`src/source/rv_core_pkg.sv`:
```
// RV64I core shared definitions
`default_nettype none

package rv_core_pkg;

  localparam int XLEN = 64;
  localparam int ILEN = 32;
  localparam int RIDX_W = 5;
  localparam logic [XLEN-1:0] RESET_PC = '0;

  // kept operations, anything else decodes to OP_NOP
  typedef enum logic [3:0] {
    OP_ADD,
    OP_SUB,
    OP_AND,
    OP_OR,
    OP_XOR,
    OP_LUI,
    OP_LD,
    OP_SD,
    OP_BEQ,
    OP_BNE,
    OP_JAL,
    OP_NOP
  } op_e;

  typedef struct packed {
    logic            we;
    logic [XLEN-1:0] addr;
    logic [XLEN-1:0] wdata;
  } bus_req_t;

  typedef struct packed {
    logic [XLEN-1:0]   pc;
    op_e               op;
    logic [RIDX_W-1:0] rd;
    logic              rd_wen;
    logic [XLEN-1:0]   op1;
    logic [XLEN-1:0]   op2;
    logic [XLEN-1:0]   imm;
  } dec_t;

  typedef struct packed {
    logic [XLEN-1:0]   pc;
    op_e               op;
    logic [RIDX_W-1:0] rd;
    logic              rd_wen;
    logic [XLEN-1:0]   result;
    logic [XLEN-1:0]   addr;
    logic [XLEN-1:0]   sdata;
  } exe_t;

  typedef struct packed {
    logic [XLEN-1:0]   pc;
    logic [RIDX_W-1:0] rd;
    logic              rd_wen;
    logic [XLEN-1:0]   wdata;
  } wb_t;

  // outward-facing copy of the writeback record
  typedef struct packed {
    logic [XLEN-1:0]   pc;
    logic [RIDX_W-1:0] rd;
    logic              rd_wen;
    logic [XLEN-1:0]   wdata;
  } retire_t;

endpackage

`default_nettype wire
```
`src/source/reg_file.sv`:
```
// Integer register file
`timescale 1ns/1ns
`default_nettype none

module reg_file (
  input  wire                              clk,
  input  wire                              i_rst,
  input  wire  [rv_core_pkg::RIDX_W-1:0]   i_rs1,
  input  wire  [rv_core_pkg::RIDX_W-1:0]   i_rs2,
  output logic [rv_core_pkg::XLEN-1:0]     o_rs1_data,
  output logic [rv_core_pkg::XLEN-1:0]     o_rs2_data,
  input  wire  [rv_core_pkg::RIDX_W-1:0]   i_rd,
  input  wire                              i_rd_wen,
  input  wire  [rv_core_pkg::XLEN-1:0]     i_rd_wdata
);
  import rv_core_pkg::*;

  logic [XLEN-1:0] regs [1 << RIDX_W];

  always_ff @(posedge clk) begin
    if (i_rst) begin
      for (int i = 0; i < (1 << RIDX_W); i++) begin
        regs[i] <= '0;
      end
    end else if (i_rd_wen && i_rd != '0) begin
      regs[i_rd] <= i_rd_wdata;
    end
  end

  // x0 always reads zero
  assign o_rs1_data = (i_rs1 == '0) ? '0 : regs[i_rs1];
  assign o_rs2_data = (i_rs2 == '0) ? '0 : regs[i_rs2];

endmodule

`default_nettype wire

```
`config.mk`:
```
export PLATFORM = sky130hd
export DESIGN_NAME = reg_file
export DESIGN_NICKNAME = d
export VERILOG_FILES = /design/src/source/rv_core_pkg.sv /design/src/source/reg_file.sv
export SDC_FILE = /design/constraint.sdc
export NUM_CORES = 2
export LEC_CHECK = 0
export BUFFER_PORTS_ARGS = -buffer_cell sky130_fd_sc_hd__buf_2
export CAP_MARGIN = 40
export CELL_PAD_IN_SITES_DETAIL_PLACEMENT = 1
export CELL_PAD_IN_SITES_GLOBAL_PLACEMENT = 2
export CORE_UTILIZATION = 26
export CTS_CLUSTER_SIZE = 24
export DETAILED_ROUTE_END_ITERATION = 7
export PLACE_DENSITY = 0.56
export SLEW_MARGIN = 10
export SYNTH_ARGS = -nofsm -noshare
export SYNTH_HDL_FRONTEND = slang
export SYNTH_SLANG_ARGS = --single-unit
```
`constraint.sdc`:
```
create_clock -name clk -period 5.3 [get_ports clk]
set_input_delay 0.265 -clock clk [delete_from_list [all_inputs] [get_ports clk]]
set_output_delay 0.265 -clock clk [all_outputs]
set_load 0.005 [all_outputs]
```
Word level (Yosys, flattened, before mapping)

Memory sizes are Yosys's and may differ from the RTL's.
Index checks and enable logic that the tools add are counted.

Register bits: 0
Bits in read-only memories: 0
Memories: 1
Input bits: 82
Bits in latches: 0
Bits in writable memories: 2048

Muxes and demuxes: 10
Bitwise operators: 0
$add $sub $neg: 0
Equal/unequal tests: 0
Reduce and logical (&&, ||, !) cells: 5
Div/mod/pow operators: 0
Shift-type cells: 0
$lt $le $gt $ge: 0
$mul: 0

Memories:

| name | words | width | read ports | clocked after Yosys merged registers in | write ports | RTL line       | RTL |
|---|---|---|---|---|---|---|---|
| regs | 32    | 64    | 2          | 0                                       | 32          | reg_file.sv:18 | `logic [XLEN-1:0] regs [1 << RIDX_W];` |

Operators with widths:

| operator          | count |
|---|---|
| $mux 64           | 3 |
| $reduce_or 64->1  | 1 |
| $logic_not 5->1   | 2 |
| $mux 1            | 6 |
| $mux 5            | 1 |
| $reduce_bool 5->1 | 1 |
| $logic_and 1x1->1 | 1 |

Depth between registers and ports, before layout

Word-level depth: 7
Mapped depth: 10

Worst setup path before layout

OpenSTA, ideal clock, no wires.

Path kind: in2reg
From: input i_rst
To: memory regs[12][0] (enable)
Buffers on the path: 2
Data required time: 4906 ps
Stages on the path: 6
Slack: 2816 ps
Arrival: 2090 ps
Library setup time: 394 ps
Path through: nand2b_1 or3_1 clkbuf_1 nor2_1 clkbuf_1 or2_2

RTL lines:

| element            | RTL line       | RTL |
|---|---|---|
| start: declaration | reg_file.sv:7  | `input wire i_rst,` |
| end: declaration   | reg_file.sv:18 |  |

Worst setup path in the final report

From: input i_rs1[0] (netlist bit)
To: output o_rs1_data[26] (netlist bit)

Cells in the longest elaborated chain, start to end: 2
Elaborated cells between the ends (all ways): 3

Ends and longest elaborated chain:

| element                                          | RTL line       | RTL |
|---|---|---|
| start: declaration                               | reg_file.sv:8  | `input wire [rv_core_pkg::RIDX_W-1:0] i_rs1,` |
| $mem_v2 32x64 or $logic_not 5->1 (tied branches) | -              |  |
| $mux 64 (*)                                      | reg_file.sv:31 | `assign o_rs1_data = (i_rs1 == '0) ? '0 : regs[i_rs1];` |
| end: declaration                                 | reg_file.sv:10 | `output logic [rv_core_pkg::XLEN-1:0] o_rs1_data,` |

Mark *: on every way between the ends. The rest lies on a longest branch, timed or not.

==> results.md <==
- CP Launch Type: input pin
- Critical Path End Type: primary output
- Die height: 647 µm
- Final cell count without fillers: 12,900
- Synth Instances: 7,055
- Initial antenna violation count: 118
- Largest cells by area after synthesis: edfxtp_1, mux4_2, and2_1
- Max VDD drop: 290 µV
- Biggest regs: regs: 2048 flops
- Post-synthesis async set-or-reset flop share: 0%
- Worst slew margin: 34.6%
- Cell Pwr Density: 327 nW/µm²
- Main flop type after synthesis: edfxtp_1
- I/O Pins: 210
- Drt drc: 0
- # nets final: 7,257
- CTS resizes: 0
- Max Clk Rate: 234 MHz
- Largest net degree at the start of global routing: 81
- Number of hold violations in the final report: 0
- First-pass GRT wire length: 683 mm
- CP Data Required Time: 5.04 ns
- Avg Inst Size Synth: 15.3 µm²
- Fraction of layout cells with a size suffix above 1: 26.9%
- Minimum clock period: 4.27 ns
- Final estimated routing congestion in global placement: 0.831
- Die width: 647 µm
- Gr ovfl total: 0
- Worst-path clk slew: 0.06 ns
- Pins Over Slew Limit: 0
- Period utilization: 80.6%
- HPWL after DPL: 311 mm
- Max_cap viols: 0
- Full die area: 419,000 µm²
- Hold_buf cts: 62
- Final wirelength: 515 mm
- Top reg by flops: regs
- Clock root cell: clkbuf_16
- Gr usage total: 24.1%
- Post-synth top area cell: edfxtp_1
- Final setup violation count: 0
- RSZ-0062 raised after global routing: no
- Final Util: 30.4%
- Top-count cell post-synth: edfxtp_1
- Final TNS setup: 0 ns
- Area growth syn-to-layout: 16.0%
- Clock Sink Count: 2,048
- Kind of critical path: input pin to primary output
- Seq cells post-synth: 2,048
- Pre-antenna DRT Iters: 6
- CTS tree: built
- Clk buf depth: 4
- Cell variety after synth: 44
- Vias per cell: 5.54
- Hold WC Path Type: input pin to flip-flop
- Core box area: 414,000 µm²
- Number of post-CTS setup repair buffers: 0
- Worst Path Max Fanout: 44
- Synth top area share: 56.8%
- Final ANT Viol Nets: 0
- Status: finished clean
- Hold slack: 0.0267 ns
- Post-DR wirelength/cell: 39.9 µm
- H-Tree Depth: 4
- WP data arrival: 4.01 ns
- Vias in the first global route: 72,800
- Sequential element share of the synthesized area: 56.8%
- Synth warnings: 0
- Max FFs per register: 2,048
- First DRT Iteration DRCs: 9,483
- Post-synth EDFFs: 2,048
- PortBufs: 209
- Total CTS buffers: 236
- Leakage power: 42.8 nW
- Initial core utilization: 26.2%
- Top post-synthesis cells by count: edfxtp_1, and2_1, mux4_2, clkbuf_1, mux2i_1
- Netlist Area Pre-Place: 108,000 µm²
- Via count: 71,500
- Worst-margin pin slew: 0.982 ns
- Std cell rows: 236
- DP Cell Count: 12,300
## critical path: stages
cell,delay (ns)
buf_8,0.53
buf_4,0.68
nor3_1,0.13
or2_4,0.50
buf_4,0.46
o22ai_1,0.45
a21o_1,0.45
buf_2,0.21
## worst paths after layout
kind,startpoint,to,slack [ns],cells after the start
worst max-delay path,i_rs1[0],o_rs1_data[26],1.03,8
worst min-delay path,i_rd_wdata[54],regs[13][54],0.03,2
## layer usage
layer	vias to the layer above	global-route usage [%]	part of all wire, %
met2	3563	41.0	49
met1	39600	30.8	39
li1	27500	-	-
met3	800	3.52	7.4
met5	-	0	0.023
met4	16	9.22	4.2
## per-stage QoR
step                cell area, µm²  power, mW  setup WS (ns)
finish                      126000       41.1           1.03
global route                125000       42.0           1.06
CTS                         125000       41.3           1.14
detailed placement          117000       25.0           1.14
global placement            117000       24.8           1.14
floorplan                   108000       22.2           2.82
## cell type report
type                    count  area [µm²]
clock inverters           135        1150
flip-flops and latches   2048       61500
repair buffers            609        5700
well taps                5474        6850
multi-input cells        4278       44000
fillers                 42800      288000
clock buffers             295        6170
inverters                   2        11.3
diodes                     62         155
## power breakdown
| part | switching [mW] | internal, mW |
|---|---|---|
| combinational | 3.49 | 2.09 |
| sequential | 0.466 | 18.7 |
| clock | 7.17 | 9.15 |
| total | 11.1 | 30.0 |
## logic make-up (layout without fill, tap and decap cells)
family / count (synthesis) / after routing / synth area share (%)
other: 1 / 126 / 0.00346
AO/OA/AOI/OAI: 539 / 539 / 3.75
buffers and inverters: 792 / 1041 / 3.17
multiplexers: 1391 / 1391 / 23.5
flip-flops: 2048 / 2048 / 56.8
AND/OR/NAND/NOR: 2284 / 2284 / 12.8
## layout by cell type, fill, tap and decap left out, drive strengths merged, types with 11 or more instances in the layout
master | netlist | layout
edfxtp | 2048 | 2048
and2 | 1986 | 1986
mux4 | 906 | 906
buf | 214 | 545
mux2i | 363 | 363
clkbuf | 576 | 297
mux2 | 122 | 122
nand2 | 108 | 108
clkinv | 1 | 103
o22ai | 100 | 100
a22oi | 74 | 74
conb | 1 | 64
diode | 0 | 62
dlygate4sd3 | 0 | 62
a221oi | 58 | 58
nor2 | 57 | 57
o221ai | 54 | 54
a21oi | 49 | 49
a21o | 42 | 42
or2 | 35 | 35
and3 | 31 | 31
a22o | 30 | 30
o211ai | 30 | 30
a32oi | 30 | 30
o2111ai | 30 | 30
nand3 | 22 | 22
bufinv | 0 | 20
nor2b | 15 | 15
a2111oi | 12 | 12
a211oi | 11 | 11
(Power assumes the default switching activity.)
