<file path="config.mk">
export PLATFORM = sky130hd
export DESIGN_NAME = memory_stage
export DESIGN_NICKNAME = d
export VERILOG_FILES = /design/src/source/rv_core_pkg.sv /design/src/source/memory_stage.sv
export SDC_FILE = /design/constraint.sdc
export NUM_CORES = 1
export LEC_CHECK = 0
export CAP_MARGIN = 0
export CELL_PAD_IN_SITES_DETAIL_PLACEMENT = 0
export CELL_PAD_IN_SITES_GLOBAL_PLACEMENT = 1
export CORE_AREA = 3 3 234 236
export DETAILED_ROUTE_END_ITERATION = 10
export DIE_AREA = 0 0 237 239
export DONT_BUFFER_PORTS = 1
export PLACE_DENSITY_LB_ADDON = 0.1
export SLEW_MARGIN = 15
export SYNTH_ARGS = -nofsm -noshare
export SYNTH_HDL_FRONTEND = slang
export SYNTH_SLANG_ARGS = --single-unit
</file>
<file path="constraint.sdc">
create_clock -name clk -period 10.4 [get_ports clk]
set_clock_uncertainty 0.15 [all_clocks]
set_input_delay 1.56 -clock clk [delete_from_list [all_inputs] [get_ports clk]]
set_output_delay 1.56 -clock clk [all_outputs]
set_load 0.01 [all_outputs]
</file>
<file path="src/source/rv_core_pkg.sv">
// RV64I core shared definitions
`default_nettype none

package rv_core_pkg;

  localparam int XLEN = 64;
  localparam int ILEN = 32;
  localparam int RIDX_W = 5;
  localparam logic [XLEN-1:0] RESET_PC = '0;

  // kept operations, anything else decodes to OP_NOP
  typedef enum logic [3:0] {
    OP_ADD,
    OP_SUB,
    OP_AND,
    OP_OR,
    OP_XOR,
    OP_LUI,
    OP_LD,
    OP_SD,
    OP_BEQ,
    OP_BNE,
    OP_JAL,
    OP_NOP
  } op_e;

  typedef struct packed {
    logic            we;
    logic [XLEN-1:0] addr;
    logic [XLEN-1:0] wdata;
  } bus_req_t;

  typedef struct packed {
    logic [XLEN-1:0]   pc;
    op_e               op;
    logic [RIDX_W-1:0] rd;
    logic              rd_wen;
    logic [XLEN-1:0]   op1;
    logic [XLEN-1:0]   op2;
    logic [XLEN-1:0]   imm;
  } dec_t;

  typedef struct packed {
    logic [XLEN-1:0]   pc;
    op_e               op;
    logic [RIDX_W-1:0] rd;
    logic              rd_wen;
    logic [XLEN-1:0]   result;
    logic [XLEN-1:0]   addr;
    logic [XLEN-1:0]   sdata;
  } exe_t;

  typedef struct packed {
    logic [XLEN-1:0]   pc;
    logic [RIDX_W-1:0] rd;
    logic              rd_wen;
    logic [XLEN-1:0]   wdata;
  } wb_t;

  // outward-facing copy of the writeback record
  typedef struct packed {
    logic [XLEN-1:0]   pc;
    logic [RIDX_W-1:0] rd;
    logic              rd_wen;
    logic [XLEN-1:0]   wdata;
  } retire_t;

endpackage

`default_nettype wire
</file>
<file path="src/source/memory_stage.sv">
// Load and store access
`timescale 1ns/1ns
`default_nettype none

module memory_stage (
  input  wire                              clk,
  input  wire                              i_rst,
  input  wire                              i_executed,
  input  wire  rv_core_pkg::exe_t          i_exe,
  output logic                             o_bus_req,
  output rv_core_pkg::bus_req_t            o_bus,
  input  wire                              i_bus_ack,
  input  wire  [rv_core_pkg::XLEN-1:0]     i_bus_rdata,
  output logic                             o_memoryed,
  output rv_core_pkg::wb_t                 o_wb
);
  import rv_core_pkg::*;

  typedef enum logic {MS_IDLE, MS_WAIT} mstate_e;

  mstate_e state;
  logic    is_mem;

  assign is_mem = (i_exe.op == OP_LD) || (i_exe.op == OP_SD);

  always_ff @(posedge clk) begin
    if (i_rst) begin
      state      <= MS_IDLE;
      o_bus_req  <= 1'b0;
      o_memoryed <= 1'b0;
    end else begin
      o_memoryed <= 1'b0;
      case (state)
        MS_IDLE: if (i_executed) begin
          if (is_mem) begin
            state     <= MS_WAIT;
            o_bus_req <= 1'b1;
          end else begin
            o_memoryed <= 1'b1;
          end
        end
        MS_WAIT: if (i_bus_ack) begin
          state      <= MS_IDLE;
          o_bus_req  <= 1'b0;
          o_memoryed <= 1'b1;
        end
        default: state <= MS_IDLE;
      endcase
    end
  end

  // execute payload holds steady while the access is outstanding
  always_ff @(posedge clk) begin
    if (state == MS_IDLE && i_executed) begin
      o_bus <= '{we: i_exe.op == OP_SD, addr: i_exe.addr, wdata: i_exe.sdata};
      o_wb  <= '{pc: i_exe.pc, rd: i_exe.rd, rd_wen: i_exe.rd_wen, wdata: i_exe.result};
    end else if (state == MS_WAIT && i_bus_ack && i_exe.op == OP_LD) begin
      o_wb.wdata <= i_bus_rdata;
    end
  end

endmodule

`default_nettype wire

</file>
# --- Yosys cells after proc, flatten, opt, wreduce, memory -nomap -nowiden ---
# Cells that the tools add are included.
totals:
  regBits: 266
  in_bits: 334
  output_inout_bits: 265
  wordCells: 36
op_classes:
  n_eq_ne: 5
  muxes: 14
  bitwise: 1
  reduce_logical: 6
ops:
  columns: ["cell", "count"]
  rows:
  - ["$mux 64", 2]
  - ["$mux 1", 9]
  - ["$eq 4x3->1 const B", 2]
  - ["$ne 2x2->1 const B", 3]
  - ["$pmux 1 s2", 3]
  - ["$logic_and 1x1->1", 3]
  - ["$reduce_and 3->1", 1]
  - ["$reduce_bool 2->1", 1]
  - ["$logic_or 1x1->1", 1]
  - ["$not 1->1", 1]

# --- Logic depth before layout (Yosys ltp) ---
depth:
  depth_word: 5
  ltp_mapped: 4
  ltp_nobuf: 2

# --- Least setup slack after synthesis ---
# OpenSTA, ideal clock, no wires.
synth_path:
  path_kind: "input to register"
  startpoint: "input i_exe[201] in the netlist's numbering"
  endpoint: "register o_wb[0] in the netlist's numbering (enable)"
  setup_time_ns: 0.585
  arrival_ns: 6.618
  t_required_ns: 9.665
  path_slack_ns: 3.047
  stages: 2
  n_path_buf: 0
  cell_sequence: "nand3b_1 -> o32ai_1"
synth_via:
  elab_chain_cells: 3
synth_lines:
  columns: ["element", "line", "text"]
  rows:
  - ["start, declared", "memory_stage.sv:9", "input wire rv_core_pkg::exe_t i_exe,"]
  - ["$eq 4x3->1", "memory_stage.sv:57", "end else if (state == MS_WAIT && i_bus_ack && i_exe.op == OP_LD) begin"]
  - ["$logic_and 1x1->1", "memory_stage.sv:57", null]
  - ["$reduce_bool 2->1 (no line)", null, null]
  - ["end signal, assigned", "memory_stage.sv:56", "o_wb <= '{pc: i_exe.pc, rd: i_exe.rd, rd_wen: i_exe.rd_wen, wdata: i_exe.result};"]
  - ["end, declared", "memory_stage.sv:15", "output rv_core_pkg::wb_t o_wb"]
# No other way between the ends.
# A chain may end at the register's enable or synchronous reset.

# --- Worst setup path after layout ---
layout_path:
  startpoint: "input i_executed"
  endpoint: "register o_wb[61] in the netlist's numbering, data pin"
layout_via:
  elab_chain_cells: 2
layout_lines:
  columns: ["element", "line", "text"]
  rows:
  - ["start, declared", "memory_stage.sv:8", "input wire i_executed,"]
  - ["$logic_and 1x1->1", "memory_stage.sv:54", "if (state == MS_IDLE && i_executed) begin"]
  - ["$mux 64", "memory_stage.sv:54", null]
# No other way between the ends.

==> flow_summary.json <==
{
  "hold-path-cell-count": 2,
  "setup_viol": 0,
  "drc_errors": 0,
  "initial_core_util_pct": 17.22,
  "synth_most_common_cell": "edfxtp_1",
  "ir_drop_v": 0.00009713,
  "fin_ws_ns": 7.057,
  "hold_ws_ns": 0.4386,
  "p_per_area_mw_per_mm2": 233.6,
  "finalNetCount": 716,
  "grt_max_degree": 189,
  "synth_ff_type": "edfxtp_1",
  "r2r_cells": 3,
  "synth_warnings": 0,
  "synth_top_cell_by_area": "edfxtp_1",
  "stdcell_count": 1098,
  "seqPwrFrac_pct": 52.2,
  "crit_family": "buffers and inverters",
  "relSlewSlack_pct": 15.90,
  "rows": 84,
  "pre_cts_ws_ns": 6.442,
  "ys_types": 18,
  "seq_area_frac_synth_pct": 87.75,
  "finalCriticalPeriod_ns": 3.343,
  "r2r-start": "state",
  "cts_tree": "done",
  "place_congestion": 0.7292,
  "cp-start-kind": "primary input",
  "wl_mm": 29.45,
  "critPathMaxStageDelay_ns": 0.84,
  "root_buffer": "clkbuf_16",
  "drt-met1-wl_mm": 9.344,
  "synth-seq-cells": 266,
  "p_comb_share_pct": 2.7,
  "syn_avg_cell_area_um2": 25.91,
  "crit_chain": "nor2b_4 > buf_4 > mux2_2",
  "drt_iter0_drc": 180,
  "power_switching_mw": 0.5707,
  "cpMaxStageDelayCell": "buf_4",
  "fin_util_pct": 20.84,
  "drv_cap": 0,
  "ant_nets": 0,
  "netlist_area_mm2": 0.009069,
  "ys_top_cells_by_count": "263 x edfxtp_1, 49 x mux2_4, 15 x mux2_2",
  "crit_arrival_ns": 3.45,
  "hp-start": "state",
  "setup_tns_ns": 0,
  "cts_buffers": 34,
  "vias": 3759,
  "grt-ovfl-total": 0,
  "first_pass_iters": 4,
  "ff2ff_setup_slack_ns": 7.71,
  "power_switching_share_pct": 22.26,
  "synth_top_area_share_pct": 87.09,
  "die_x_um": 237,
  "cp_num_buf_inv": 1,
  "grtUsageTotal_pct": 9.504,
  "synth_fp_nets": 684,
  "outcome": "finished, final reports clean",
  "clkPwrFrac_pct": 45.1,
  "vias_per_cell": 3.423,
  "post_cts_buffers": 0,
  "hp-class": "register to register",
  "place_hpwl_mm": 22.56,
  "cp.required_ns": 10.51,
  "insertion_delay_ns": 0.51,
  "io_pins": 599,
  "grt_pass1_vias": 4039,
  "drive_gt1_share_pct": 28.68,
  "routed.top_layer": "met5",
  "area_growth_syn_to_layout_pct": 21.01,
  "slew_violations": 0,
  "portBuffers": 0,
  "grt_first_pass_wirelength_mm": 37.11,
  "period_share_pct": 32.14,
  "cts.path.max_buffers": 3,
  "worst_pin_slew_ns": 1.261,
  "cts_sinks": 266,
  "cts_resized": 0,
  "async_flop_share_pct": 0,
  "dieArea_mm2": 0.05664,
  "fmax_mhz": 299.1,
  "htree_levels": 2,
  "end_kind": "register",
  "critPathMaxFanout": 60,
  "synthCells": 350,
  "clk_pin_slew_ns": 0.06,
  "chipHeight_um": 239,
  "p_leak_nw": 3.643,
  "cts_hold_buf": 0,
  "core_mm2": 0.05266,
  "worstReg2RegEnd": "o_wb[61]",
  "intPower_mw": 1.993,
  "critPathKind": "primary input to register",
  "synth-edff-count": 263,
  "place.detailed.instances": 1034,
  "antenna_found_initial": 11,
  "synthTopCellsByArea": "edfxtp_1 87%, mux2_4 8.1%, mux2_2 1.9%",
  "wl_met2_mm": 15.15,
  "wire_per_inst_um": 26.82,
  "hold_viol_final": 0,
  "min_to": "state",
  "rsz0062_at_grt": "no",
  "met3WireLength_mm": 3.849
}
power groups by stage:
stage | clock [mW] | sequential, mW | combinational, mW
6_report | 1.16 | 1.34 | 0.0703
4_1_cts | 1.21 | 1.34 | 0.0724
2_1_floorplan | 0 | 1.34 | 0.0618
5_1_grt | 1.25 | 1.34 | 0.0768
3_5_place_dp | 0 | 1.36 | 0.0733
3_3_place_gp | 0 | 1.37 | 0.0691
state kept, by name (all words and copies together) (netlist names):
name        cells
o_wb          134
o_bus         129
state           1
o_memoryed      1
o_bus_req       1
kinds of logic after synthesis:
family                 Yosys count  share of synthesized area [%]
buffers and inverters            9                          1.366
AND/OR/NAND/NOR                  7                         0.5520
AO/OA/AOI/OAI                    4                         0.3588
multiplexers                    64                          9.975
flip-flops                     266                          87.75
through the flow:
stage	power [mW]	cell area, µm²
floorplan	1.398	9069
global placement	1.436	9872
detailed placement	1.437	9872
CTS	2.624	10970
global route	2.668	10970
finish	2.564	10970
worst max-delay path by stage:
stage | from | to | slack [ns] | depth (start not counted)
2_1_floorplan | i_exe[201] | o_wb[0] | 3.05 | 2
3_3_place_gp | i_executed | o_wb[63] | 6.49 | 3
3_5_place_dp | i_executed | o_wb[63] | 6.44 | 3
4_1_cts | i_executed | o_wb[63] | 7.02 | 3
5_1_grt | i_executed | o_wb[50] | 6.94 | 3
6_report | i_executed | o_wb[61] | 7.06 | 3
worst min-delay path, stage by stage, from the launching register on:
cell,delay [ns]
dfxtp_1,0.38
inv_1,0.08
o32ai_1,0.08
cells in the final DEF (no fill, tap or decap), types with 2 or more instances in the layout:
master and instances:
dfxtp_1 3, diode_2 2, mux2_4 49, clkbuf_16 35, mux2_2 15, bufinv_16 3, clkinv_2 5, clkinv_8 2
inv_1 2, clkinv_1 8, buf_4 2, clkbuf_1 7, edfxtp_1 263
final cells by class:
cell class / count / area, µm²
Inverter: 2 / 7.507
Fill cell: 5456 / 41680
Timing Repair Buffer: 3 / 35.03
Tap cell: 688 / 860.8
Antenna cell: 2 / 5.005
Clock buffer: 42 / 902.1
Clock inverter: 20 / 195.2
Sequential cell: 266 / 7958
Multi-Input combinational cell: 75 / 1011
per-layer routing:
metal,GRT usage (%),vias to the layer above
li1,-,1489
met1,8.551,1835
met2,16.85,371
met3,6.126,56
met4,3.958,8
met5,0,-
Note: power is estimated with default switching activity, not from simulation.
