<file path="src/source/rv_core_pkg.sv">
// RV64I core shared definitions
`default_nettype none

package rv_core_pkg;

  localparam int XLEN = 64;
  localparam int ILEN = 32;
  localparam int RIDX_W = 5;
  localparam logic [XLEN-1:0] RESET_PC = '0;

  // kept operations, anything else decodes to OP_NOP
  typedef enum logic [3:0] {
    OP_ADD,
    OP_SUB,
    OP_AND,
    OP_OR,
    OP_XOR,
    OP_LUI,
    OP_LD,
    OP_SD,
    OP_BEQ,
    OP_BNE,
    OP_JAL,
    OP_NOP
  } op_e;

  typedef struct packed {
    logic            we;
    logic [XLEN-1:0] addr;
    logic [XLEN-1:0] wdata;
  } bus_req_t;

  typedef struct packed {
    logic [XLEN-1:0]   pc;
    op_e               op;
    logic [RIDX_W-1:0] rd;
    logic              rd_wen;
    logic [XLEN-1:0]   op1;
    logic [XLEN-1:0]   op2;
    logic [XLEN-1:0]   imm;
  } dec_t;

  typedef struct packed {
    logic [XLEN-1:0]   pc;
    op_e               op;
    logic [RIDX_W-1:0] rd;
    logic              rd_wen;
    logic [XLEN-1:0]   result;
    logic [XLEN-1:0]   addr;
    logic [XLEN-1:0]   sdata;
  } exe_t;

  typedef struct packed {
    logic [XLEN-1:0]   pc;
    logic [RIDX_W-1:0] rd;
    logic              rd_wen;
    logic [XLEN-1:0]   wdata;
  } wb_t;

  // outward-facing copy of the writeback record
  typedef struct packed {
    logic [XLEN-1:0]   pc;
    logic [RIDX_W-1:0] rd;
    logic              rd_wen;
    logic [XLEN-1:0]   wdata;
  } retire_t;

endpackage

`default_nettype wire
</file>
<file path="src/source/decode_stage.sv">
// Instruction decode
`timescale 1ns/1ns
`default_nettype none

module decode_stage (
  input  wire                              clk,
  input  wire                              i_rst,
  input  wire                              i_fetched,
  input  wire  [rv_core_pkg::XLEN-1:0]     i_pc,
  input  wire  [rv_core_pkg::ILEN-1:0]     i_inst,
  output logic [rv_core_pkg::RIDX_W-1:0]   o_rs1,
  output logic [rv_core_pkg::RIDX_W-1:0]   o_rs2,
  input  wire  [rv_core_pkg::XLEN-1:0]     i_rs1_data,
  input  wire  [rv_core_pkg::XLEN-1:0]     i_rs2_data,
  output logic                             o_decoded,
  output rv_core_pkg::dec_t                o_dec
);
  import rv_core_pkg::*;

  logic [6:0]        opcode;
  logic [2:0]        funct3;
  logic [6:0]        funct7;
  logic [RIDX_W-1:0] rd;
  logic [XLEN-1:0]   imm_i;
  logic [XLEN-1:0]   imm_s;
  logic [XLEN-1:0]   imm_b;
  logic [XLEN-1:0]   imm_j;
  logic [XLEN-1:0]   imm_u;
  op_e               op;
  logic [XLEN-1:0]   imm;
  logic              use_imm;

  assign opcode = i_inst[6:0];
  assign funct3 = i_inst[14:12];
  assign funct7 = i_inst[31:25];
  assign rd     = i_inst[11:7];
  assign o_rs1  = i_inst[19:15];
  assign o_rs2  = i_inst[24:20];

  assign imm_i = {{52{i_inst[31]}}, i_inst[31:20]};
  assign imm_s = {{52{i_inst[31]}}, i_inst[31:25], i_inst[11:7]};
  assign imm_b = {{51{i_inst[31]}}, i_inst[31], i_inst[7], i_inst[30:25], i_inst[11:8], 1'b0};
  assign imm_j = {{43{i_inst[31]}}, i_inst[31], i_inst[19:12], i_inst[20], i_inst[30:21], 1'b0};
  assign imm_u = {{32{i_inst[31]}}, i_inst[31:12], 12'b0};

  always_comb begin
    op      = OP_NOP;
    imm     = imm_i;
    use_imm = 1'b0;
    case (opcode)
      7'b0010011: if (funct3 == 3'b000) begin
        op      = OP_ADD;
        use_imm = 1'b1;
      end
      7'b0110011: begin
        if (funct7 == 7'b0000000) begin
          case (funct3)
            3'b000:  op = OP_ADD;
            3'b100:  op = OP_XOR;
            3'b110:  op = OP_OR;
            3'b111:  op = OP_AND;
            default: op = OP_NOP;
          endcase
        end else if (funct7 == 7'b0100000 && funct3 == 3'b000) begin
          op = OP_SUB;
        end
      end
      7'b0110111: begin
        op  = OP_LUI;
        imm = imm_u;
      end
      7'b0000011: if (funct3 == 3'b011) op = OP_LD;
      7'b0100011: if (funct3 == 3'b011) begin
        op  = OP_SD;
        imm = imm_s;
      end
      7'b1100011: begin
        imm = imm_b;
        if (funct3 == 3'b000) op = OP_BEQ;
        else if (funct3 == 3'b001) op = OP_BNE;
      end
      7'b1101111: begin
        op  = OP_JAL;
        imm = imm_j;
      end
      default: op = OP_NOP;
    endcase
  end

  always_ff @(posedge clk) begin
    if (i_rst) begin
      o_decoded <= 1'b0;
    end else begin
      o_decoded <= i_fetched;
    end
  end

  // no write for stores, branches, no-ops, or rd of x0
  always_ff @(posedge clk) begin
    if (i_fetched) begin
      o_dec.pc     <= i_pc;
      o_dec.op     <= op;
      o_dec.rd     <= rd;
      o_dec.rd_wen <= (rd != '0) && !(op inside {OP_SD, OP_BEQ, OP_BNE, OP_NOP});
      o_dec.op1    <= i_rs1_data;
      o_dec.op2    <= use_imm ? imm : i_rs2_data;
      o_dec.imm    <= imm;
    end
  end

endmodule

`default_nettype wire

</file>
<file path="config.mk">
export PLATFORM = sky130hd
export DESIGN_NAME = decode_stage
export DESIGN_NICKNAME = d
export VERILOG_FILES = /design/src/source/rv_core_pkg.sv /design/src/source/decode_stage.sv
export SDC_FILE = /design/constraint.sdc
export NUM_CORES = 1
export LEC_CHECK = 0
export BUFFER_PORTS_ARGS = -buffer_cell sky130_fd_sc_hd__buf_2
export CORE_AREA = 2 2 195 197
export CTS_BUF_LIST = sky130_fd_sc_hd__clkbuf_2
export DETAILED_ROUTE_END_ITERATION = 12
export DIE_AREA = 0 0 197 199
export GPL_TIMING_DRIVEN = 1
export PLACE_DENSITY_LB_ADDON = 0.25
export REMOVE_ABC_BUFFERS = 1
export SLEW_MARGIN = 15
export SYNTH_ARGS = -nofsm -noshare
export SYNTH_HDL_FRONTEND = slang
export SYNTH_SLANG_ARGS = --single-unit
</file>
<file path="constraint.sdc">
create_clock -name clk -period 6.7 [get_ports clk]
set_clock_uncertainty 0.05 [all_clocks]
set_input_delay 1.34 -clock clk [delete_from_list [all_inputs] [get_ports clk]]
set_output_delay 1.34 -clock clk [all_outputs]
set_load 0.005 [all_outputs]
</file>
* After elaboration in Yosys (flattened, before gate mapping) *
Cells that the tools add are included.

operators by class
  equal/unequal tests = 17
  multiplexer cells = 14
  reductions and logical operators = 7

operators with widths
  kind                  number
  $pmux W31 S4          1
  $mux W64              1
  $eq A7 B6 Y1 const B  4
  $pmux W4 S7           1
  $mux W4               5
  $pmux W4 S4           1
  $eq A7 B7 Y1 const B  2
  $eq A4 B4 Y1 const B  3
  $eq A3 B3 Y1 const B  3
  $eq A7 B2 Y1 const B  1
  $eq A7 B5 Y1 const B  1
  $logic_not A7 Y1      1
  $mux W5               1
  $reduce_bool A5 Y1    1
  $eq A4 B3 Y1 const B  1
  $mux W2               2
  $reduce_bool A4 Y1    1
  $eq A3 B1 Y1 const B  1
  $eq A3 B2 Y1 const B  1
  $logic_not A3 Y1      1
  $logic_and A1 B1 Y1   2
  $mux W1               2
  $logic_not A1 Y1      1

storage, ports and cells
  register bits after elaboration = 235
  input port bits = 227
  output and inout port bits = 277
  logic and storage cells = 46

* Logic depth before layout (Yosys ltp) *
  depth after elaboration = 9
  gate-level depth with buffers = 9
  mapped depth without buffers = 5

* Least setup slack after synthesis *
No wires, ideal clock.

  kind = input port to flip-flop
  from = input port i_inst[4] in the netlist's numbering
  to = register o_dec[64] in the netlist's numbering, data pin
  setup time = 0.260 ns
  arrival time = 2.824 ns
  data required time = 6.390 ns
  path slack = 3.565 ns
  cell stages on the path = 6
  path buffers = 3
  path through = buf_2 -> or3b_1 -> or4_1 -> buf_2 -> buf_6 -> mux2_4

between the ends
  longest elaborated chain between the ends = 3
  elaborated cells on any way between the ends = 8
  those cells by class = eq/ne (5); mux (3)

ends and longest elaborated chain
  item                                            line                 RTL
  start: declaration                              decode_stage.sv:10   input wire [rv_core_pkg::ILEN-1:0] i_inst,
  $eq A7 B7 Y1, or another cell as far along      decode_stage.sv:50   case (opcode)
  $pmux W31 S4 / $mux W1 (equally long branches)  decode_stage.sv:50
  $mux W64 (*)                                    decode_stage.sv:106  o_dec.op2 <= use_imm ? imm : i_rs2_data;
  end: declaration                                decode_stage.sv:16   output rv_core_pkg::dec_t o_dec

Mark *: on every way between the ends. The rest lies on a longest branch, timed or not.
A chain may end at the register's enable or synchronous reset.

* Final worst setup path *
  from = input port i_inst[2] in the netlist's numbering
  to = register o_dec[123] in the netlist's numbering, data pin

between the ends
  longest elaborated chain between the ends = 3

ends and longest elaborated chain
  item          line
  $eq A7 B5 Y1  decode_stage.sv:50
  $mux W1       decode_stage.sv:50
  $mux W64      decode_stage.sv:106

Every way passes these cells.

==> flow_summary.toml <==
[global_routing]
overflow = 0
track_usage_pct = 13.3
grt_pass1_wl_um = 37900
grt_pass1_vias = 6134
antenna_found_initial = 6
grt_max_degree = 132

[final_layout]
seqCellArea_sq_um = 7050
nets = 1232
stdcell_count = 1523
multi_input_area_sq_um = 1300
area_delta_synth_final_pct = 37.5
utilization_pct = 32.7
fin_area_sq_um = 12100
fillers = 3871
drive_gt1_share_pct = 59.4

[worst_setup_path]
path_cells = "buf_2 > nor3_2 > nand3_1 > or4_2 > buf_4 > nor2_4 > buf_4 > a21o_1"
cp_num_buf_inv = 3
cp_max_fo = 53
path_class = "in -> reg"
critPathTopFamily = "simple AND/OR/NAND/NOR gates"
arrival_ns = 4.29
slowest_stage = "or4_2"
critPathMaxStageDelay_ns = 1.03
crit_start = "i_inst[2]"
cpMostUsedCell = "buf_4"
worst_ep_required_time_ns = 7.35
worstSetupEndpointType = "flip-flop"
cp-start-kind = "input pin"

[route]
drt_iter0_markers = 334
drt_pass1_iterations = 4
post_drt_via_cell_ratio = 4.13
wire_per_inst_um = 18.2
drcViolationCount = 0
antenna_left = 0
drt-total-wl_um = 27600
via_count = 6290

[yosys]
ys_warn_count = 0
synth_top_cells_by_count = "edfxtp_1, a21o_1, buf_4"
ys.flop_type = "edfxtp_1"
ys_types = 44
synth-seq-cells = 235
synth-edff-count = 234
post-synth-top-area-cell = "edfxtp_1"
synth.top_cell.area_share_pct = 79.6
postSynthAreaPerCell_sq_um = 17.8
synthArstFlopShare_pct = 0
yosysMostFrequentCell = "edfxtp_1"
ys_seq_area_share_pct = 79.9
syn_inst = 495
synthTopCellsByArea = "edfxtp_1, a21o_1, buf_4, mux2_4, a41o_1"
syn_area_sq_um = 8820

[sta]
fin_crit_ns = 3.64
hold_violations = 0
rsz0062_at_grt = "false"
worst_slew_pin_slew_ns = 0.899
hold_slack_ns = 0.561
drv_slew = 0
final.period_utilization_pct = 54.4
max_freq_mhz = 274
slew_headroom_pct = 39.8
setup_violations = 0
setup_slack_ns = 3.06
finalSetupTns_ns = 0

[die]
die_area_sq_um = 39200
chipHeight_um = 199
ios = 504
row_count = 71
coreArea_sq_um = 37100
start_util_pct = 23.8
die_x_um = 197

[clocking]
post-cts-setup-buffer-count = 0
h-tree-depth = 3
clk_pin_slew_ns = 0.11
cts_made_buffers = 69
cts_tree = "done"
clock_sinks = 235
cts.repair.resized = 0
cts_buffer_depth = 3
cts_hold_buf = 0
cts-root-buf = "clkbuf_2"

[pwr]
ir_worst_vdd_v = 0.000115
p_total_mw = 3.17
p_leak_nw = 5.57
power_density_nw_per_um2 = 261

[placed_design]
gp_congestion = 0.765
place_inst = 1408
post-place-ws_ns = 2.19
io_buffers = 503
dp_hpwl_um = 20100
place_area_sq_um = 11500

[worst_hold_path]
min-delay-start = "i_pc[23]"
whs_path_depth = 1
min_path_type = "in -> reg"
whs_endpoint = "o_dec[225]$_DFFE_PP_"

[status]
status = "complete, no violations"

[flow_run]
maxCapViolCount = 0
## cell families (layout without fill, tap and decap cells)
kind of cell,count (synthesis),in the layout,synth area share (%)
AOI/OAI and AO/OA,107,107,8.84
buffers and inverters,72,625,5.45
DFF,235,235,79.9
muxes,7,7,1.19
other,0,1,0
and+or+nand+nor,74,74,4.65
## sequential cells by signal (all words and copies together), names as in the netlist
| register | cells |
|---|---|
| o_decoded | 1 |
| o_dec | 234 |
## metal layers
metal | vias up | GRT usage [%] | routed length, um
met1 | 3002 | 14.5 | 10600
met5 | - | 0 | 40
met3 | 53 | 5.85 | 2500
li1 | 2915 | - | -
met4 | 6 | 6.32 | 683
met2 | 314 | 22.1 | 13800
## where the power goes
group / leakage [nW] / switching [mW] / total, mW / internal, mW
Clock: 0.458 / 0.627 / 1.08 / 0.450
Combinational: 2.82 / 0.163 / 0.319 / 0.156
Sequential: 2.30 / 0.0308 / 1.78 / 1.74
## cells in the final DEF, fill, tap and decap left out, drive strengths merged, types with 3 or more instances in the layout
cell type and instances:
clkbuf 92, a31oi 3, nand3 6, clkinv 17, nand2b 4, nor3 3
inv 7, and3 4, a41o 8, nand4 3, o21ai 17, mux2 7
and2 7, buf 506, nor2 10, o211ai 3, a21oi 3, a21o 64
nand2 19, nand3b 4, edfxtp 234
## cell type report
type | count | area share, %
timing repair buffer | 506 | 21.1
sequential | 235 | 58.1
antenna | 1 | 0.0206
multi-input combinational | 188 | 10.7
inverter | 5 | 0.155
tap | 474 | 4.89
clock buffer | 92 | 3.80
clock inverter | 22 | 1.23
## worst max-delay path by stage
stage,slack [ns],depth (start not counted),to
finish,3.06,8,o_dec[123]$_DFFE_PP_
global route,3.05,8,o_dec[123]$_DFFE_PP_
CTS,3.21,1,o_dec[51]
detailed placement,2.19,8,o_dec[103]$_DFFE_PP_
global placement,2.21,8,o_dec[83]$_DFFE_PP_
floorplan,2.57,4,o_dec[100]$_DFFE_PP_
(Power assumes the default switching activity.)
