File: src/source/rv_core_pkg.sv
// RV64I core shared definitions
`default_nettype none

package rv_core_pkg;

  localparam int XLEN = 64;
  localparam int ILEN = 32;
  localparam int RIDX_W = 5;
  localparam logic [XLEN-1:0] RESET_PC = '0;

  // kept operations, anything else decodes to OP_NOP
  typedef enum logic [3:0] {
    OP_ADD,
    OP_SUB,
    OP_AND,
    OP_OR,
    OP_XOR,
    OP_LUI,
    OP_LD,
    OP_SD,
    OP_BEQ,
    OP_BNE,
    OP_JAL,
    OP_NOP
  } op_e;

  typedef struct packed {
    logic            we;
    logic [XLEN-1:0] addr;
    logic [XLEN-1:0] wdata;
  } bus_req_t;

  typedef struct packed {
    logic [XLEN-1:0]   pc;
    op_e               op;
    logic [RIDX_W-1:0] rd;
    logic              rd_wen;
    logic [XLEN-1:0]   op1;
    logic [XLEN-1:0]   op2;
    logic [XLEN-1:0]   imm;
  } dec_t;

  typedef struct packed {
    logic [XLEN-1:0]   pc;
    op_e               op;
    logic [RIDX_W-1:0] rd;
    logic              rd_wen;
    logic [XLEN-1:0]   result;
    logic [XLEN-1:0]   addr;
    logic [XLEN-1:0]   sdata;
  } exe_t;

  typedef struct packed {
    logic [XLEN-1:0]   pc;
    logic [RIDX_W-1:0] rd;
    logic              rd_wen;
    logic [XLEN-1:0]   wdata;
  } wb_t;

  // outward-facing copy of the writeback record
  typedef struct packed {
    logic [XLEN-1:0]   pc;
    logic [RIDX_W-1:0] rd;
    logic              rd_wen;
    logic [XLEN-1:0]   wdata;
  } retire_t;

endpackage

`default_nettype wire
File: src/source/writeback_stage.sv
// Register writeback and retire
`timescale 1ns/1ns
`default_nettype none

module writeback_stage (
  input  wire                              clk,
  input  wire                              i_rst,
  input  wire                              i_memoryed,
  input  wire  rv_core_pkg::wb_t           i_wb,
  output logic [rv_core_pkg::RIDX_W-1:0]   o_rd,
  output logic                             o_rd_wen,
  output logic [rv_core_pkg::XLEN-1:0]     o_rd_wdata,
  output logic                             o_done,
  output logic                             o_retire_valid,
  output rv_core_pkg::retire_t             o_retire
);
  import rv_core_pkg::*;

  wb_t  rec;
  logic pulse;

  always_ff @(posedge clk) begin
    if (i_rst) pulse <= 1'b0;
    else pulse <= i_memoryed;
  end

  always_ff @(posedge clk) begin
    if (i_memoryed) rec <= i_wb;
  end

  // regfile write, retire and done share the same cycle
  assign o_rd           = rec.rd;
  assign o_rd_wen       = pulse && rec.rd_wen;
  assign o_rd_wdata     = rec.wdata;
  assign o_done         = pulse;
  assign o_retire_valid = pulse;
  assign o_retire       = '{pc: rec.pc, rd: rec.rd, rd_wen: rec.rd_wen, wdata: rec.wdata};

endmodule

`default_nettype wire

File: config.mk
export PLATFORM = sky130hd
export DESIGN_NAME = writeback_stage
export DESIGN_NICKNAME = d
export VERILOG_FILES = /design/src/source/rv_core_pkg.sv /design/src/source/writeback_stage.sv
export SDC_FILE = /design/constraint.sdc
export NUM_CORES = 1
export LEC_CHECK = 0
export ABC_AREA = 1
export BUFFER_PORTS_ARGS = -buffer_cell sky130_fd_sc_hd__buf_2
export CORE_AREA = 2 2 134 136
export CTS_CLUSTER_SIZE = 30
export DETAILED_ROUTE_END_ITERATION = 10
export DIE_AREA = 0 0 136 138
export PLACE_DENSITY = 0.55
export SYNTH_ARGS = -nofsm -noshare
export SYNTH_HDL_FRONTEND = slang
export SYNTH_SLANG_ARGS = --single-unit
File: constraint.sdc
create_clock -name clk -period 1.4 [get_ports clk]
set_input_delay 0.14 -clock clk [delete_from_list [all_inputs] [get_ports clk]]
set_output_delay 0.14 -clock clk [all_outputs]
set_load 0.01 [all_outputs]
### Word level (Yosys, flattened, before mapping)

Cells that the tools add are included.

* add/subtract/negate cells: 0
* multipliers: 0
* div/mod/pow operators: 0
* order comparisons: 0
* equality and inequality tests: 0
* shift-type cells: 0
* mux-type cells: 0
* bitwise logic cells: 0
* reduce and logical (&&, ||, !) cells: 1

Operator list (count)
* 1-bit logical AND: 1

* register bits: 135
* latch bits: 0
* bits in writable memories: 0
* bits in read-only memories: 0
* logic and storage cells: 6
* memories: 0

### Logic depth before layout (Yosys ltp)

Gate-level depths: netlist (run 1).

* depth after elaboration: 1
* mapped depth: 2

### Worst setup path after synthesis (run 1)

Ideal clock, no wire load.

* path kind: reg-to-output
* start point: reg rec (netlist bit o_rd_wdata[0])
* end point: out o_retire[0] (netlist name)
* arrival: 578 ps
* slack: 682 ps
* stages on the path, launching flop included: 2
* buffers on the path: 1
* cell sequence: edfxtp_1 -> buf_4

RTL lines
* start, declared: line writeback_stage.sv:19 `wb_t rec;`
* start signal, assigned: line writeback_stage.sv:28 `if (i_memoryed) rec <= i_wb;`
* end, declared: line writeback_stage.sv:15 `output rv_core_pkg::retire_t o_retire`

No word-level cell between the ends.

### Worst setup path after layout (run 1)

* start point: reg rec (netlist bit o_retire[64])
* end point: out o_rd_wen

* cells in the longest elaborated chain, start to end: 1

RTL lines
* 1-bit logical AND: line writeback_stage.sv:33 `assign o_rd_wen = pulse && rec.rd_wen;`
* end, declared: line writeback_stage.sv:11 `output logic o_rd_wen,`

No other way between the ends.

==> impl_metrics.py, run 1 <==
metrics = {
    "routing": {
        "firstDrtPassIters": 4,
        "routed.top_layer": "met5",
        "wl_met2_um": 6670,
        "drtAntennaViolNets": 0,
        "wl_per_cell_um": 14.0,
        "vias_per_cell": 3.82,
        "wl_um": 12400,
        "wl_met1_um": 4450,
        "drc": 0,
        "route.vias.total": 3376,
        "first_iter_violations": 126,
        "met3_length_um": 1010,
    },
    "grt": {
        "grt_max_degree": 40,
        "grt_pass1_vias": 3513,
        "antenna_found_initial": 1,
        "grt_pass1_wl_um": 17800,
        "grt_usage_pct": 12.7,
        "grt-ovfl-total": 0,
    },
    "critical_path": {
        "critical_path_arrival_ns": 1.03,
        "crit_path_start_kind": "flip-flop",
        "slowest_delay_ns": 0.40,
        "crit_fanout": 2,
        "critPathBufInv": 2,
        "crit_type": "flip-flop to output pin",
        "critPathSlowestCell": "edfxtp_1",
        "crit_family": "flip-flops",
        "crit_chain": "nand2_1, inv_1, buf_2",
        "cp_data_required_time_ns": 1.26,
        "cp-end-kind": "output pin",
    },
    "clock_network": {
        "numCtsBuffers": 17,
        "hold_buffers": 135,
        "clk_pin_slew_worst_paths_ns": 0.06,
        "cts_tree": "yes",
        "htreeDepth": 4,
        "cts_root_buf": "clkbuf_16",
        "clockBufferDepth": 2,
        "cts_resized": 0,
        "cts_sinks": 135,
        "cts_setup_buffers": 0,
    },
    "synth": {
        "synth_edf_count": 134,
        "yosys-top-cells-count": "edfxtp_1, buf_4, inv_1",
        "synth_top_area_share_pct": 87.7,
        "synth_ff_type": "edfxtp_1",
        "synth_area_leaders": "edfxtp_1, buf_4, dfxtp_1, inv_1, nor2_2",
        "synth_most_common_cell": "edfxtp_1",
        "yosysSeqAreaShare_pct": 88.2,
        "postSynthCellCount": 209,
        "synthArstFlopShare_pct": 0,
        "yosys.area.top_type": "edfxtp_1",
        "synth_area_per_cell_um2": 21.9,
        "ys_seq_elements": 135,
        "yosysWarningCount": 0,
        "ys_types": 6,
        "synth_nets": 346,
        "netlist_area_mm2": 0.00459,
    },
    "floorplanning": {
        "core_mm2": 0.0175,
        "dieWidth_um": 136,
        "initial_core_util_pct": 26.2,
        "num_rows": 49,
        "dieArea_mm2": 0.0188,
        "die_h_um": 138,
        "ios": 343,
    },
    "layout": {
        "fin_nets": 779,
        "diodes": 0,
        "drive_gt1_share_pct": 57.9,
        "final_area_mm2": 0.00808,
        "synthToLayoutAreaGrowth_pct": 76.2,
    },
    "placement": {
        "hpwl_um": 8430,
        "io_buffers": 342,
        "place.gp.congestion": 0.766,
        "place_area_mm2": 0.00614,
    },
    "worst_hold_path": {
        "min_to": "o_rd_wdata[10]",
        "min-delay-path-class": "input pin to flip-flop",
        "hp-start": "i_memoryed",
        "hold_depth": 1,
    },
    "timing": {
        "relSlewSlack_pct": 81.5,
        "rsz0062_at_grt": "false",
        "max_freq_mhz": 856,
        "maxSlewViolCount": 0,
        "post-route-period-util_pct": 83.4,
        "tightest_slew_ns": 0.278,
        "finalSetupViolations": 0,
        "hold_viol_final": 0,
        "tns_ns": 0,
        "min_period_ns": 1.17,
    },
    "power": {
        "power.leakage_nw": 3.58,
        "powerDensity_mw_per_mm2": 1320,
        "vdd_drop_max_v": 0.000723,
    },
    "status": {
        "outcome": "finished, final reports clean",
    },
    "job": {
        "cap_violations": 0,
    },
}
## sequential cells by signal, summed over array words and instances (netlist names)
| name | count |
|---|---|
| o_retire | 65 |
| o_rd_wdata | 64 |
| o_done | 1 |
| o_rd | 5 |
## cells in the final DEF, fill, tap and decap left out
master,instances
nor2_2,1
buf_6,1
buf_2,341
edfxtp_1,134
clkinv_4,2
inv_1,2
clkinv_2,4
clkinvlp_4,2
buf_12,2
nand2_1,1
clkbuf_1,2
inv_6,1
clkbuf_16,17
dfxtp_1,1
bufinv_16,3
clkinv_1,1
buf_4,5
dlygate4sd3_1,135
## per-layer routing
metal | global-route usage [%] | vias to the layer above
li1 | - | 1573
met1 | 12.4 | 1582
met2 | 23.6 | 200
met3 | 4.40 | 19
met4 | 5.65 | 2
met5 | 0 | -
## cell families after synthesis
logic type,synth area share [%]
buffers and inverters,11.6
flip-flops,88.2
AND/OR/NAND/NOR,0.218
## how the worst max path moves through the flow
stage | start | end | cells after the start
after floorplan | o_rd_wdata[0] | o_retire[0] | 1
after global routing | o_retire[64] | o_rd_wen | 3
after detailed placement | i_memoryed | o_retire[115] | 2
after CTS | o_retire[64] | o_rd_wen | 3
after global placement | i_memoryed | o_rd_wdata[57] | 2
final | o_retire[64] | o_rd_wen | 3
## layout make-up
type / count / area [um2]
Clock buffer: 19 / 433
Clock inverter: 13 / 155
Fill cell: 1568 / 9450
Inverter: 2 / 7.51
Multi-Input combinational cell: 2 / 10.0
Sequential cell: 135 / 4040
Tap cell: 229 / 287
Timing Repair Buffer: 484 / 3150
## report_power, final
group / total (mW) / switching [mW] / internal, mW
combinational: 1.31 / 0.609 / 0.699
sequential: 4.93 / 0.125 / 4.81
clock: 4.39 / 1.60 / 2.79
total: 10.6 / 2.33 / 8.30
## metrics by stage
| step | std cells | hold WS [ns] | power [mW] | setup slack, ns | utilization, % |
|---|---|---|---|---|---|
| after floorplan | 209 | 0.207 | 5.48 | 0.682 | - |
| after global placement | 717 | 0.308 | 6.02 | 0.398 | 35.0 |
| after detailed placement | 717 | 0.310 | 6.03 | 0.386 | 35.0 |
| after CTS | 884 | 0.0887 | 10.8 | 0.192 | 46.1 |
| after global routing | 884 | 0.0976 | 11.1 | 0.170 | 46.1 |
| final | 884 | 0.110 | 10.6 | 0.232 | 46.1 |
Note: power is estimated with default switching activity, not from simulation.
==> inputs of run 2 (changes only) <==
Settings changed: ABC_AREA 1 to 0, PLACE_DENSITY 0.55 to 0.57.
Clock period 1.4 ns to 0.9 ns, I/O delays scaled along.
==> run 2 against run 1 <==
Effect of this change:
- the flow now finishes with violations (negative setup slack)
- first-iteration DRC count grew 2.4%
- non-clock buffer count grew 4
- via count grew 0.12%
- sequential power grew 56%
- largest power group unchanged
==> impl_metrics.py, run 2 <==
metrics = {
    "status": {
        "outcome": "finished, violations left",
        "violations": "negative setup slack",
    },
    "layout": {
        "final_cell_mix": "buf_2, dlygate4sd3_1, edfxtp_1, buf_6, clkbuf_16",
        "final_common_cell": "buf_2",
        "final_area_mm2": 0.00818,
        "nFillCells": 1547,
        "drive_gt1_share_pct": 58.3,
        "synthToLayoutAreaGrowth_pct": 78.2,
        "area.sequential_mm2": 0.00405,
        "largest_reg_flops": 65,
        "multi_input_area_um2": 20.0,
        "fin_nets": 781,
    },
    "power": {
        "p_sw_mw": 3.57,
        "powerDensity_mw_per_mm2": 1980,
        "power.leakage_nw": 3.60,
        "power.share.clock_pct": 39.4,
        "netSwitchingFraction_pct": 22.0,
        "pwr-share-comb_pct": 13.3,
        "vdd_drop_max_v": 0.00117,
        "seq_power_share_pct": 47.4,
        "p_int_mw": 12.6,
        "finalPower_mw": 16.2,
    },
    "placement": {
        "place.gp.congestion": 0.758,
        "place_area_mm2": 0.00617,
        "hpwl_um": 9370,
        "io_buffers": 342,
    },
    "grt": {
        "grt_pass1_vias": 3539,
        "grt-ovfl-total": 0,
        "grt_usage_pct": 13.9,
        "antenna_found_initial": 1,
        "grt_max_degree": 39,
        "grt_pass1_wl_um": 19100,
    },
    "synth": {
        "postSynthCellCount": 207,
        "synth_area_per_cell_um2": 22.2,
        "netlist_area_mm2": 0.00459,
        "synth_top_area_share_pct": 87.7,
        "synth_edf_count": 134,
        "ys_types": 5,
        "ys_seq_elements": 135,
        "synth_most_common_cell": "edfxtp_1",
        "yosys.area.top_type": "edfxtp_1",
        "yosys-top-cells-count": "edfxtp_1, buf_4, and2_1, dfxtp_1, nor2b_4",
        "synth_area_leaders": "edfxtp_1, buf_4, dfxtp_1, nor2b_4, and2_1",
        "synth_ff_type": "edfxtp_1",
        "synthArstFlopShare_pct": 0,
        "synth_nets": 344,
        "yosysWarningCount": 0,
        "yosysSeqAreaShare_pct": 88.1,
    },
    "critical_path": {
        "startpoint": "o_retire[64]",
        "slowest_delay_ns": 0.41,
        "crit_path_start_kind": "flip-flop",
        "crit_type": "flip-flop to output pin",
        "critPathSlowestCell": "edfxtp_1",
        "crit_chain": "and2_1, buf_2",
        "cp-end-kind": "output pin",
        "cp-endpoint": "o_rd_wen",
        "critical_path_arrival_ns": 1.10,
        "cp_data_required_time_ns": 0.81,
        "crit_fanout": 2,
    },
    "clock_network": {
        "clockBufferDepth": 2,
        "cts_tree": "yes",
        "numCtsBuffers": 17,
        "cts_sinks": 135,
        "htreeDepth": 4,
        "clk_pin_slew_worst_paths_ns": 0.05,
        "cts_root_buf": "clkbuf_16",
    },
    "timing": {
        "post-route-period-util_pct": 132,
        "min_period_ns": 1.19,
        "finalSetupViolations": 206,
        "whs_ns": 0.169,
        "tightest_slew_ns": 0.210,
        "relSlewSlack_pct": 86.0,
        "maxSlewViolCount": 0,
        "hold_viol_final": 0,
        "max_freq_mhz": 840,
        "rsz0062_at_grt": "true",
        "finalWorstSetupSlack_ns": -0.290,
    },
    "floorplanning": {
        "die_h_um": 138,
        "num_rows": 49,
        "dieWidth_um": 136,
        "dieArea_mm2": 0.0188,
        "initial_core_util_pct": 26.2,
        "core_mm2": 0.0175,
        "ios": 343,
    },
    "routing": {
        "wl_um": 13200,
        "firstDrtPassIters": 4,
        "drc": 0,
        "first_iter_violations": 129,
        "wl_per_cell_um": 14.9,
        "route.vias.total": 3380,
        "vias_per_cell": 3.82,
        "drtAntennaViolNets": 0,
    },
    "worst_hold_path": {
        "hold_depth": 2,
        "min-delay-path-class": "input pin to flip-flop",
    },
    "job": {
        "cap_violations": 0,
    },
}
[run 2: changes by cell type after synthesis, sizes merged]
| cell | change |
|---|---|
| nor2 | -1 |
| nor2b | +1 |
| nand2 | -1 |
| and2 | +1 |
| inv | -2 |
[run 2: timing repair]
item	4_1_cts	5_1_grt
setup endpoints to repair	206	206
hold endpoints to repair	135	0
resized for setup	12	14
setup buffers	1	0
hold buffers	135	0
[run 2: critical path: cells and delay by family, from the launching register on]
family	cells	cell delay [ns]
buf+inv	1	0.13
flops	1	0.41
simple gates	1	0.16
[run 2: layout make-up]
cell class              count  area share (%)
diodes                      1          0.0306
clock buffers              18            5.25
clock inverters            11            1.36
multi-input cells           2           0.245
flip-flops and latches    135            49.5
well taps                 229            3.50
repair buffers            488            40.1
[run 2: power groups by stage]
stage	registers [mW]	logic (mW)	clock network, mW
CTS	7.67	2.12	6.59
detailed placement	7.79	1.63	0
floorplan	8.05	0.474	0
global route	7.73	2.30	6.86
global placement	7.77	1.63	0
finish	7.67	2.15	6.38
[run 2: worst min path at each step]
| stage | from | to |
|---|---|---|
| global route | i_memoryed | o_rd[3] |
| finish | i_memoryed | o_retire[109] |
| detailed placement | i_wb[84] | o_retire[84] |
| floorplan | i_rst | o_done |
| CTS | i_memoryed | o_retire[109] |
| global placement | i_wb[75] | o_retire[75] |
[run 2: metal layers]
layer | track usage [%] | wire length [um] | share of wire (%)
met1 | 14.4 | 4870 | 37
met2 | 24.3 | 6770 | 51
met5 | 0 | 0 | 0
met3 | 5.83 | 1260 | 9.5
met4 | 5.92 | 295 | 2.2
[run 2: cell families (layout without fill, tap and decap cells)]
kind of cell | Yosys count | after routing | synth area share, %
buf+inv | 70 | 517 | 11.5
flops | 135 | 135 | 88.1
other cells | 0 | 1 | 0
simple gates | 2 | 2 | 0.436
[run 2: through the flow]
stage               util [%]  setup slack, ns  std cells  TNS [ns]
floorplan                  -            0.213        207         0
global placement        35.2           0.0486        718         0
detailed placement      35.2           0.0313        718         0
CTS                     46.2           -0.281        883    -30.43
global route            46.6           -0.333        883    -35.90
finish                  46.6           -0.290        884    -25.36
